$ cat src/hw/rv_pkg.sv
/* rv64i core shared types */

package rv_pkg;

  // record fields are sized for the widest core, narrower cores use the low bits
  localparam int XLEN = 64;

  typedef enum logic [6:0] {
    OPC_OP     = 7'b0110011,
    OPC_OP_IMM = 7'b0010011,
    OPC_LUI    = 7'b0110111,
    OPC_AUIPC  = 7'b0010111,
    OPC_JAL    = 7'b1101111,
    OPC_JALR   = 7'b1100111,
    OPC_BRANCH = 7'b1100011
  } opcode_e;

  typedef enum logic [3:0] {
    ALU_ADD, ALU_SUB, ALU_SLL, ALU_SLT, ALU_SLTU,
    ALU_XOR, ALU_SRL, ALU_SRA, ALU_OR, ALU_AND,
    ALU_PASS_B
  } alu_op_e;

  typedef enum logic [3:0] {
    BR_NONE, BR_EQ, BR_NE, BR_LT, BR_GE,
    BR_LTU, BR_GEU, BR_JUMP, BR_JUMPR
  } br_op_e;

  typedef struct packed {
    logic [XLEN-1:0] pc;
    logic [31:0]     inst;
    alu_op_e         alu_op;
    br_op_e          br_op;
    // op1 is rs1, or the pc for AUIPC and JAL
    logic [XLEN-1:0] op1;
    logic [XLEN-1:0] op2;
    // t1 is the rs1 base used by branches and JALR
    logic [XLEN-1:0] t1;
    logic [XLEN-1:0] imm;
    logic [4:0]      rd;
    logic            rd_wen;
    logic            illegal;
  } decoded_t;

  typedef struct packed {
    logic [XLEN-1:0] pc;
    logic [31:0]     inst;
    logic [4:0]      rd;
    logic            rd_wen;
    logic [XLEN-1:0] rd_wdata;
    logic            jmp;
    logic [XLEN-1:0] jmpaddr;
    logic            illegal;
  } executed_t;

  typedef executed_t retire_t;

endpackage

$ cat src/hw/wb_stage.sv
/* result stage */

`timescale 1ns/1ps

module wb_stage #(
  parameter int XLEN = rv_pkg::XLEN
) (
  input  logic              clk,
  input  logic              rst,
  input  logic              i_exe_req,
  output logic              o_exe_ack,
  input  rv_pkg::executed_t i_exe,
  output logic              o_wb_we,
  output logic [4:0]        o_wb_rd,
  output logic [XLEN-1:0]   o_wb_data,
  output logic              o_clear_busy,
  output logic [4:0]        o_clear_rd,
  output logic              o_retire_valid,
  output rv_pkg::retire_t   o_retire
);

  logic exe_hs;

  // nothing downstream can stall, so every result is taken at once
  assign o_exe_ack = 1'b1;
  assign exe_hs    = i_exe_req && o_exe_ack;

  assign o_wb_we   = exe_hs && i_exe.rd_wen && !i_exe.illegal && (i_exe.rd != 5'd0);
  assign o_wb_rd   = i_exe.rd;
  assign o_wb_data = i_exe.rd_wdata[XLEN-1:0];

  // the release follows the write by one cycle so decode reads the new value
  always_ff @(posedge clk) begin
    if (rst) begin
      o_retire_valid <= 1'b0;
      o_clear_busy   <= 1'b0;
    end else begin
      o_retire_valid <= exe_hs;
      o_clear_busy   <= o_wb_we;
    end
  end

  always_ff @(posedge clk) begin
    if (exe_hs) begin
      o_retire   <= i_exe;
      o_clear_rd <= i_exe.rd;
    end
  end

endmodule

$ cat config.mk
export PLATFORM = sky130hd
export DESIGN_NAME = wb_stage
export DESIGN_NICKNAME = d
export VERILOG_FILES = /design/src/hw/rv_pkg.sv /design/src/hw/wb_stage.sv
export SDC_FILE = /design/constraint.sdc
export NUM_CORES = 1
export LEC_CHECK = 0
export ABC_CLOCK_PERIOD_IN_PS = 1020
export BUFFER_PORTS_ARGS = -buffer_cell sky130_fd_sc_hd__buf_2
export CORE_AREA = 2 2 215 217
export CTS_CLUSTER_DIAMETER = 30
export DETAILED_ROUTE_END_ITERATION = 10
export DIE_AREA = 0 0 217 219
export REMOVE_ABC_BUFFERS = 1
export SLEW_MARGIN = 40
export SYNTH_ARGS = -nofsm -noshare
export SYNTH_HDL_FRONTEND = slang
export SYNTH_SLANG_ARGS = --single-unit
$ cat constraint.sdc
create_clock -name clk -period 1.02 [get_ports clk]
set_input_delay 0.204 -clock clk [delete_from_list [all_inputs] [get_ports clk]]
set_output_delay 0.204 -clock clk [all_outputs]
set_load 0.02 [all_outputs]
==> results.toml <==
[routing]
dr.pass1.iters = 4
drc = 0
wl_per_cell_microns = 17.1
viasPerCell = 3.54
drt_iter0_markers = 240
wl_microns = 29700
vias = 6143
drtAntennaViolNets = 0

[synthesis]
syn_avg_cell_area_sq_um = 24.1
ys_types = 10
synthCells = 316
syn_area_sq_mm = 0.00763
yosysWarningCount = 0
ys_ff_latch = 234
ys_seq_area_share_pct = 91.8

[placed_design]
finalWeightedCongestion = 0.809
hpwlAfterDp_microns = 19000
placed_cells = 1415
place_ws_ns = -0.299
portBuffers = 543

[cells_and_area]
antenna_cells = 0
most-common-layout-cells = "buf_2 (345), dlygate4sd3_1 (234), edfxtp_1 (232)"
nNetsFinal = 1335
syn_to_final_growth_pct = 112
drive_gt1_share_pct = 58.1
fill_cells = 4126
final_common_cell = "buf_2"
stdcell_count = 1736

[setup_path]
crit_end = "o_retire[201]"
worstSetupStartpointType = "flop"
cp.required_ns = 0.82
criticalPathCategory = "reg2out"
critPathLaunch = "o_retire[201]"
critical_path.max_stage_delay_ns = 0.47
cpLargestDelayFamily = "flip-flops"
crit_chain = "buf_6"
cp_slowest_cell = "edfxtp_1"
crit_cells = 1
path_buf_inv = 1
critPathMaxFanout = 1
worstPathArrival_ns = 1.18
cp-end-kind = "output pin"

[floorplan]
io_pins = 545
die-area_sq_mm = 0.0475
rows = 78
die-width_microns = 217
fp.dieH_microns = 219
initial_utilization_pct = 16.9
core_area_sq_mm = 0.0451

[timing]
setup_violations = 240
timing.final.ws_setup_ns = -0.362
rsz0062_at_grt = "true"
hold_viol_final = 0
min_period_over_period_pct = 136
final.min_clock_period_ns = 1.38
fmax_ghz = 0.723
maxSlewViolCount = 0

[global_route]
grt_pass1_wl_microns = 39400
track_usage_pct = 11.3
first_global_vias = 6490
antenna_found_initial = 1
grt_overflow = 0
grt_max_degree = 43

[hold_path]
hold_path.class = "in2reg"

[cts]
clockRootBuffer = "clkbuf_16"
cts_htree_levels = 2
clk_pin_slew_ns = 0.05
numCtsBuffers = 49
cts_tree = "built"
cts_sinks = 234
cts_buffer_depth = 3

[status]
violations = "negative setup slack"
status = "finished with violations"

[power]
p_leak_nw = 6.85
ir_worst_vdd_mv = 1.63
power.density_mw_per_mm2 = 2040

[run]
cap_violations = 0
==> synthesized netlist by cell type (all sizes together) <==
library cell / count / area, sq um
nand3b: 1 / 20.0
conb: 1 / 3.75
buf: 75 / 563
a211oi: 1 / 12.5
nor2b: 1 / 6.26
edfxtp: 232 / 6970
a21oi: 1 / 5.00
nor2: 1 / 3.75
dfxtp: 2 / 40.0
nor3: 1 / 10.0
==> state kept, by name (all words and copies together), names as in the netlist <==
name and count:
o_retire 232, o_retire_valid 1, o_clear_busy 1
==> worst min-delay path by stage <==
| stage | cells past startpoint | start | end | slack, ns |
|---|---|---|---|---|
| global placement | 1 | i_exe[206] | o_retire[206] | 0.38 |
| CTS | 5 | i_exe[135] | o_clear_busy | 0.11 |
| detailed placement | 1 | i_exe[33] | o_retire[33] | 0.38 |
| floorplan | 1 | rst | o_clear_busy | 0.27 |
| global route | 2 | i_exe_req | o_retire[91] | 0.13 |
| finish | 2 | i_exe_req | o_retire[91] | 0.14 |
==> stage by stage <==
step                setup TNS (ns)  hold slack, ns  total power, mW  util [%]  area [sq um]
floorplan                        0           0.269             12.9         -          7070
global placement             -6.17           0.381             14.8      24.0         10800
detailed placement           -6.54           0.382             14.9      24.0         10800
CTS                         -70.98           0.109             32.8      34.8         15700
global route                -73.53           0.126             33.9      35.8         16200
finish                      -60.78           0.143             32.9      35.8         16200
==> power by group <==
| part | leakage (nW) | switching (mW) | internal [mW] |
|---|---|---|---|
| registers | 2.29 | 0.382 | 11.5 |
| clock network | 0.829 | 5.17 | 11.4 |
| logic | 3.74 | 2.19 | 2.29 |
| total | 6.85 | 7.74 | 25.2 |
==> final cells by class <==
class                      count  area [sq um]  share of cell area (%)
clock buffer                  54          1250                    7.77
multi-input combinational      7          71.3                   0.442
tap                          600           751                    4.65
clock inverter                33           463                    2.87
sequential                   234          7010                    43.4
timing repair buffer         808          6600                    40.9
==> layer usage <==
layer	global-route usage, %	share of wire (%)	vias to the layer above
met4	5.46	3.8	0
li1	-	-	2726
met1	10.7	33	2923
met2	21.0	53	430
met5	0	0	-
met3	4.70	10	64
==> cells by family after synthesis <==
family	count (synthesis)	share of synthesized area [%]
buffers and inverters	75	7.38
other	1	0.0491
AND/OR/NAND/NOR	4	0.525
flip-flops	234	91.8
AO/OA/AOI/OAI	2	0.229
==> repair_timing <==
| item | in CTS | in global routing |
|---|---|---|
| gates resized for setup | 251 | 149 |
| endpoints found under the hold margin | 234 | 0 |
| setup buffers | 1 | 0 |
| setup endpoints to repair | 240 | 240 |
| cloned | 0 | 0 |
| hold buffers | 234 | 0 |
| pin swaps | 2 | 0 |
Note: power is estimated with default switching activity, not from simulation.
