[src/hw/rv_pkg.sv]
/* rv64i core shared types */

package rv_pkg;

  // record fields are sized for the widest core, narrower cores use the low bits
  localparam int XLEN = 64;

  typedef enum logic [6:0] {
    OPC_OP     = 7'b0110011,
    OPC_OP_IMM = 7'b0010011,
    OPC_LUI    = 7'b0110111,
    OPC_AUIPC  = 7'b0010111,
    OPC_JAL    = 7'b1101111,
    OPC_JALR   = 7'b1100111,
    OPC_BRANCH = 7'b1100011
  } opcode_e;

  typedef enum logic [3:0] {
    ALU_ADD, ALU_SUB, ALU_SLL, ALU_SLT, ALU_SLTU,
    ALU_XOR, ALU_SRL, ALU_SRA, ALU_OR, ALU_AND,
    ALU_PASS_B
  } alu_op_e;

  typedef enum logic [3:0] {
    BR_NONE, BR_EQ, BR_NE, BR_LT, BR_GE,
    BR_LTU, BR_GEU, BR_JUMP, BR_JUMPR
  } br_op_e;

  typedef struct packed {
    logic [XLEN-1:0] pc;
    logic [31:0]     inst;
    alu_op_e         alu_op;
    br_op_e          br_op;
    // op1 is rs1, or the pc for AUIPC and JAL
    logic [XLEN-1:0] op1;
    logic [XLEN-1:0] op2;
    // t1 is the rs1 base used by branches and JALR
    logic [XLEN-1:0] t1;
    logic [XLEN-1:0] imm;
    logic [4:0]      rd;
    logic            rd_wen;
    logic            illegal;
  } decoded_t;

  typedef struct packed {
    logic [XLEN-1:0] pc;
    logic [31:0]     inst;
    logic [4:0]      rd;
    logic            rd_wen;
    logic [XLEN-1:0] rd_wdata;
    logic            jmp;
    logic [XLEN-1:0] jmpaddr;
    logic            illegal;
  } executed_t;

  typedef executed_t retire_t;

endpackage

[src/hw/id_stage.sv]
/* decode stage with scoreboard */

`timescale 1ns/1ps

module id_stage #(
  parameter int XLEN = rv_pkg::XLEN
) (
  input  logic             clk,
  input  logic             rst,
  input  logic             i_inst_req,
  output logic             o_inst_ack,
  input  logic [XLEN-1:0]  i_pc,
  input  logic [31:0]      i_inst,
  output logic [4:0]       o_ra1,
  output logic [4:0]       o_ra2,
  input  logic [XLEN-1:0]  i_rd1,
  input  logic [XLEN-1:0]  i_rd2,
  input  logic             i_clear_busy,
  input  logic [4:0]       i_clear_rd,
  output logic             o_dec_req,
  input  logic             i_dec_ack,
  output rv_pkg::decoded_t o_dec
);

  rv_pkg::opcode_e  opcode;
  logic [2:0]       funct3;
  logic [4:0]       rs1;
  logic [4:0]       rs2;
  logic [4:0]       rd;
  logic [XLEN-1:0]  imm_i;
  logic [XLEN-1:0]  imm_u;
  logic [XLEN-1:0]  imm_j;
  logic [XLEN-1:0]  imm_b;
  logic             use_rs1;
  logic             use_rs2;
  logic [31:0]      busy;
  logic [31:0]      release_mask;
  logic [31:0]      pending;
  logic [31:0]      set_mask;
  logic             hazard;
  logic             inst_hs;
  rv_pkg::decoded_t dec_d;

  // OP and OP-IMM share the funct3 map, alt selects SUB or SRA
  function automatic rv_pkg::alu_op_e alu_sel(input logic [2:0] f3, input logic alt);
    case (f3)
      3'b000:  alu_sel = alt ? rv_pkg::ALU_SUB : rv_pkg::ALU_ADD;
      3'b001:  alu_sel = rv_pkg::ALU_SLL;
      3'b010:  alu_sel = rv_pkg::ALU_SLT;
      3'b011:  alu_sel = rv_pkg::ALU_SLTU;
      3'b100:  alu_sel = rv_pkg::ALU_XOR;
      3'b101:  alu_sel = alt ? rv_pkg::ALU_SRA : rv_pkg::ALU_SRL;
      3'b110:  alu_sel = rv_pkg::ALU_OR;
      default: alu_sel = rv_pkg::ALU_AND;
    endcase
  endfunction

  assign opcode = rv_pkg::opcode_e'(i_inst[6:0]);
  assign funct3 = i_inst[14:12];
  assign rs1    = i_inst[19:15];
  assign rs2    = i_inst[24:20];
  assign rd     = i_inst[11:7];
  assign o_ra1  = rs1;
  assign o_ra2  = rs2;

  assign imm_i = $signed(i_inst[31:20]);
  assign imm_u = $signed({i_inst[31:12], 12'b0});
  assign imm_j = $signed({i_inst[31], i_inst[19:12], i_inst[20], i_inst[30:21], 1'b0});
  assign imm_b = $signed({i_inst[31], i_inst[7], i_inst[30:25], i_inst[11:8], 1'b0});

  always_comb begin
    dec_d         = '0;
    dec_d.pc      = i_pc;
    dec_d.inst    = i_inst;
    dec_d.alu_op  = rv_pkg::ALU_ADD;
    dec_d.br_op   = rv_pkg::BR_NONE;
    dec_d.op1     = i_rd1;
    dec_d.op2     = i_rd2;
    dec_d.t1      = i_rd1;
    dec_d.rd      = rd;
    use_rs1       = 1'b0;
    use_rs2       = 1'b0;
    case (opcode)
      rv_pkg::OPC_OP: begin
        dec_d.alu_op = alu_sel(funct3, i_inst[30]);
        dec_d.rd_wen = 1'b1;
        use_rs1      = 1'b1;
        use_rs2      = 1'b1;
      end
      rv_pkg::OPC_OP_IMM: begin
        dec_d.alu_op = alu_sel(funct3, (funct3 == 3'b101) && i_inst[30]);
        dec_d.op2    = imm_i;
        dec_d.rd_wen = 1'b1;
        use_rs1      = 1'b1;
      end
      rv_pkg::OPC_LUI: begin
        dec_d.alu_op = rv_pkg::ALU_PASS_B;
        dec_d.op2    = imm_u;
        dec_d.rd_wen = 1'b1;
      end
      rv_pkg::OPC_AUIPC: begin
        dec_d.op1    = i_pc;
        dec_d.op2    = imm_u;
        dec_d.rd_wen = 1'b1;
      end
      rv_pkg::OPC_JAL: begin
        dec_d.br_op  = rv_pkg::BR_JUMP;
        dec_d.op1    = i_pc;
        dec_d.op2    = imm_j;
        dec_d.imm    = imm_j;
        dec_d.rd_wen = 1'b1;
      end
      rv_pkg::OPC_JALR: begin
        dec_d.br_op  = rv_pkg::BR_JUMPR;
        dec_d.op2    = imm_i;
        dec_d.imm    = imm_i;
        dec_d.rd_wen = 1'b1;
        use_rs1      = 1'b1;
      end
      rv_pkg::OPC_BRANCH: begin
        dec_d.imm = imm_b;
        use_rs1   = 1'b1;
        use_rs2   = 1'b1;
        case (funct3)
          3'b000:  dec_d.br_op = rv_pkg::BR_EQ;
          3'b001:  dec_d.br_op = rv_pkg::BR_NE;
          3'b100:  dec_d.br_op = rv_pkg::BR_LT;
          3'b101:  dec_d.br_op = rv_pkg::BR_GE;
          3'b110:  dec_d.br_op = rv_pkg::BR_LTU;
          3'b111:  dec_d.br_op = rv_pkg::BR_GEU;
          default: dec_d.illegal = 1'b1;
        endcase
      end
      default: dec_d.illegal = 1'b1;
    endcase
    // writes to x0 are dropped here so they never touch the scoreboard
    dec_d.rd_wen = dec_d.rd_wen && (rd != 5'd0);
  end

  // a register released this cycle was written at the previous edge
  assign release_mask = i_clear_busy ? (32'd1 << i_clear_rd) : 32'd0;
  assign pending      = busy & ~release_mask;
  assign set_mask     = (inst_hs && dec_d.rd_wen) ? (32'd1 << rd) : 32'd0;

  // a pending write to rd also stalls, so an older release cannot clear a newer claim
  assign hazard = i_inst_req && ((use_rs1 && pending[rs1]) || (use_rs2 && pending[rs2]) ||
                                 (dec_d.rd_wen && pending[rd]));

  assign o_inst_ack = (!o_dec_req || i_dec_ack) && !hazard;
  assign inst_hs    = i_inst_req && o_inst_ack;

  always_ff @(posedge clk) begin
    if (rst) begin
      busy      <= '0;
      o_dec_req <= 1'b0;
    end else begin
      busy <= pending | set_mask;
      if (inst_hs) begin
        o_dec_req <= 1'b1;
      end else if (i_dec_ack) begin
        o_dec_req <= 1'b0;
      end
    end
  end

  always_ff @(posedge clk) begin
    if (inst_hs) begin
      o_dec <= dec_d;
    end
  end

endmodule

[config.mk]
export PLATFORM = sky130hd
export DESIGN_NAME = id_stage
export DESIGN_NICKNAME = d
export VERILOG_FILES = /design/src/hw/rv_pkg.sv /design/src/hw/id_stage.sv
export SDC_FILE = /design/constraint.sdc
export NUM_CORES = 1
export LEC_CHECK = 0
export BUFFER_PORTS_ARGS = -buffer_cell sky130_fd_sc_hd__buf_2
export CORE_AREA = 3 3 237 239
export CTS_CLUSTER_SIZE = 8
export DETAILED_ROUTE_END_ITERATION = 10
export DIE_AREA = 0 0 240 242
export PLACE_DENSITY = 0.6
export RECOVER_POWER = 25
export SLEW_MARGIN = 15
export SYNTH_ARGS = -nofsm -noshare
export SYNTH_HDL_FRONTEND = slang
export SYNTH_SLANG_ARGS = --single-unit
[constraint.sdc]
create_clock -name clk -period 46.7 [get_ports clk]
set_input_delay 11.675 -clock clk [delete_from_list [all_inputs] [get_ports clk]]
set_output_delay 11.675 -clock clk [all_outputs]
set_load 0.01 [all_outputs]
==> flow_results.xml <==
<?xml version="1.0" encoding="UTF-8"?>
<metrics>
  <group name="clock_tree">
    <metric name="clock_tree.htree_level_count" unit="">2</metric>
    <metric name="clock_sink_count" unit="">352</metric>
    <metric name="postCtsHoldBufs" unit="">0</metric>
    <metric name="clkSlewWorstSetupHoldPaths" unit="ns">0.05</metric>
    <metric name="cts_tree" unit="">built</metric>
    <metric name="post_cts_setup_buffer_count" unit="">0</metric>
    <metric name="clkLatencyLatePin" unit="ns">0.58</metric>
    <metric name="post_cts_sizing_count" unit="">0</metric>
    <metric name="cts_buffer_depth" unit="">3</metric>
    <metric name="cts_buffers" unit="">50</metric>
    <metric name="library_cell_used_as_clock_root_buffer" unit="">clkbuf_16</metric>
  </group>
  <group name="floorplanning">
    <metric name="rows" unit="">85</metric>
    <metric name="pin_count" unit="">613</metric>
    <metric name="die_width" unit="µm">240</metric>
    <metric name="core_area" unit="µm²">54000</metric>
    <metric name="initial_core_util" unit="%">27.7</metric>
    <metric name="die_area" unit="µm²">58100</metric>
    <metric name="die_h" unit="µm">242</metric>
  </group>
  <group name="sta">
    <metric name="report.final.slew_viol_count" unit="">0</metric>
    <metric name="finalClockSkew" unit="ns">0.0332</metric>
    <metric name="max_clock_freq" unit="MHz">37.5</metric>
    <metric name="post-route-period-util" unit="%">57.1</metric>
    <metric name="final-hold-violation-count" unit="">0</metric>
    <metric name="setup-violations-final" unit="">0</metric>
    <metric name="finalCriticalPeriod" unit="ns">26.65</metric>
    <metric name="fin_setup_tns" unit="ns">0</metric>
    <metric name="worstMarginPinSlew" unit="ns">1.44</metric>
    <metric name="grt_setup_unrepaired" unit="">no</metric>
    <metric name="slew_headroom" unit="%">3.92</metric>
  </group>
  <group name="placement">
    <metric name="dp_hpwl" unit="mm">44.9</metric>
    <metric name="gp_routability_congestion" unit="">0.944</metric>
    <metric name="cell_area_placed" unit="µm²">18400</metric>
    <metric name="io_buffers" unit="">612</metric>
  </group>
  <group name="worst_setup_path">
    <metric name="critical_path_data_required_time" unit="ns">35.03</metric>
    <metric name="crit_arrival" unit="ns">14.98</metric>
    <metric name="worst-setup-path-type" unit="">in -&gt; out</metric>
    <metric name="crit_path_max_incr_delay" unit="ns">0.89</metric>
    <metric name="setup.worst_path.end_class" unit="">output pin</metric>
    <metric name="critPathSlowestCell" unit="">clkbuf_1</metric>
    <metric name="setup.worst_path.start_class" unit="">primary input</metric>
    <metric name="timing.critical_path.fanout_max" unit="">21</metric>
    <metric name="critical_path.cell_chain" unit="">clkbuf_1 &gt; inv_1 &gt; o211a_1 &gt; o21ai_0 &gt; nand4_1 &gt; a22oi_1 &gt; nand4_1 &gt; o22ai_1 &gt; buf_2</metric>
    <metric name="crit_top_cell" unit="">nand4_1</metric>
  </group>
  <group name="synth">
    <metric name="syn-cell-area" unit="µm²">15000</metric>
    <metric name="ys_seq_area_share" unit="%">68.5</metric>
    <metric name="synthDominantAreaCellType" unit="">edfxtp_1</metric>
    <metric name="synth.lib_cells_used.distinct" unit="">62</metric>
    <metric name="synthTopCellsByArea" unit="">edfxtp_1 (64%), mux2_2 (5.0%), dfxtp_1 (4.4%), buf_4 (2.9%), a21o_1 (2.1%)</metric>
    <metric name="synth_top_cell_area_share" unit="%">64.0</metric>
    <metric name="dominantRegCellSynth" unit="">edfxtp_1</metric>
    <metric name="synthesized_netlist_net_count" unit="">1296</metric>
    <metric name="syn_area_per_cell" unit="µm²">14.1</metric>
    <metric name="synth-edff-count" unit="">319</metric>
    <metric name="yosys_warnings" unit="">0</metric>
    <metric name="synth_cells" unit="">1062</metric>
    <metric name="async_reset_ff_share" unit="%">0</metric>
    <metric name="synth-seq-cells" unit="">352</metric>
  </group>
  <group name="worst_hold_path">
    <metric name="hold_class" unit="">reg -&gt; reg</metric>
  </group>
  <group name="routing">
    <metric name="via_count" unit="">11700</metric>
    <metric name="ant_nets" unit="">0</metric>
    <metric name="detail_route.first_pass.iterations" unit="">6</metric>
    <metric name="drt_iter0_markers" unit="">1050</metric>
    <metric name="routed_wl" unit="mm">60.4</metric>
    <metric name="routed_via_density" unit="">5.04</metric>
    <metric name="avgRoutedWirePerCell" unit="µm">26.0</metric>
    <metric name="drc" unit="">0</metric>
  </group>
  <group name="job">
    <metric name="max-cap-violations" unit="">0</metric>
  </group>
  <group name="final_layout">
    <metric name="area_growth_syn_to_layout" unit="%">30.2</metric>
    <metric name="final_core_util" unit="%">36.0</metric>
    <metric name="layout_commonest_cell" unit="">buf_2</metric>
    <metric name="num-nets-final" unit="">1850</metric>
    <metric name="drive_above_1_share" unit="%">33.9</metric>
    <metric name="layout_cell_area_excl_fill" unit="µm²">19500</metric>
    <metric name="top_library_cells_by_usage_in_the_layout_fill_and_taps_aside" unit="">buf_2 (392), edfxtp_1 (319), clkbuf_1 (227)</metric>
  </group>
  <group name="status">
    <metric name="outcome" unit="">completed</metric>
  </group>
  <group name="global_routing">
    <metric name="first_global_vias" unit="">11300</metric>
    <metric name="wire_length_of_the_first_global_routing_pass" unit="mm">83.8</metric>
    <metric name="number_of_antenna_violations_at_the_first_check_in_global_routing" unit="">8</metric>
    <metric name="grt_use_total" unit="%">19.8</metric>
    <metric name="grt_remaining_overflow" unit="">0</metric>
    <metric name="grt_start_max_net_pins" unit="">162</metric>
  </group>
  <group name="pwr">
    <metric name="power.ir.vdd_worst" unit="V">0.0000230</metric>
    <metric name="total_power_consumption_of_the_routed_design" unit="mW">0.776</metric>
    <metric name="power_density" unit="nW/µm²">39.9</metric>
    <metric name="power.leakage" unit="nW">7.52</metric>
  </group>
</metrics>
-- layer usage --
layer / global-route usage, % / wire length [µm] / part of all wire, % / vias up
met1: 25.9 / 24800 / 41 / 5856
met4: 5.89 / 1770 / 2.9 / 6
met5: 0 / 34 / 0.056 / -
met2: 32.1 / 28100 / 47 / 605
li1: - / - / - / 5145
met3: 5.57 / 5670 / 9.4 / 92
-- state kept, by name, summed over array words and instances, names as in the netlist --
register / flops
busy: 32
o_dec_req: 1
o_dec: 319
-- worst max-delay path, delay by kind of cell --
family	cells	cell delay (ns)
buf+inv	3	1.72
simple gates	2	0.57
compound gates	4	0.99
-- stage by stage --
| step | setup slack, ns | cells | hold WS (ns) |
|---|---|---|---|
| global placement | 20.34 | 2259 | 0.516 |
| floorplan | 10.18 | 1062 | 0.455 |
| detailed placement | 20.32 | 2259 | 0.508 |
| global route | 19.87 | 2323 | 0.556 |
| finish | 20.05 | 2324 | 0.527 |
| CTS | 20.32 | 2322 | 0.516 |
-- synth_stat cells, types with 8 or more instances --
cell type    n
buf_2       13
o21ai_0     59
o21ai_1     37
clkbuf_1    53
buf_4       58
a21oi_1     27
a221o_1     12
edfxtp_1   319
and2_1      13
nand3_1     16
mux2_2      67
nand2_1     55
o211ai_1    21
nor2b_1      9
inv_1        8
o211a_1      9
nand4_1     29
dfxtp_1     33
nor3_1       8
nor2_1      36
nand2b_1    33
a21o_1      42
-- power breakdown --
part / leakage (nW) / total, mW / switching, mW / internal [mW]
combinational: 3.50 / 0.0776 / 0.0524 / 0.0252
sequential: 3.36 / 0.372 / 0.00583 / 0.366
clock: 0.660 / 0.326 / 0.134 / 0.193
-- worst paths after layout --
| path | slack, ns | from | cells after the start | end |
|---|---|---|---|---|
| min reg2reg | 0.53 | busy[17] | 2 | busy[17] |
| max | 20.05 | i_inst[20] | 9 | o_inst_ack |
| min | 0.53 | busy[17] | 2 | busy[17] |
| max reg2reg | 42.16 | busy[18] | 8 | o_dec[199] |
-- layout make-up --
| type | count | area [µm²] |
|---|---|---|
| fillers | 5459 | 34600 |
| flip-flops and latches | 352 | 10200 |
| multi-input cells | 574 | 4020 |
| repair buffers | 630 | 2960 |
| clock buffers | 58 | 1290 |
| well taps | 696 | 871 |
| clock inverters | 5 | 66.3 |
| inverters | 8 | 30.0 |
| diodes | 1 | 2.50 |
-- cells by family after synthesis --
logic type	count (synthesis)	share of synthesized area [%]
muxes	78	6.28
DFF	352	68.5
AOI/OAI and AO/OA	247	10.9
and+or+nand+nor	248	9.26
buffers and inverters	136	5.03
xor gates and xnor gates	1	0.0586
(Power assumes the default switching activity.)
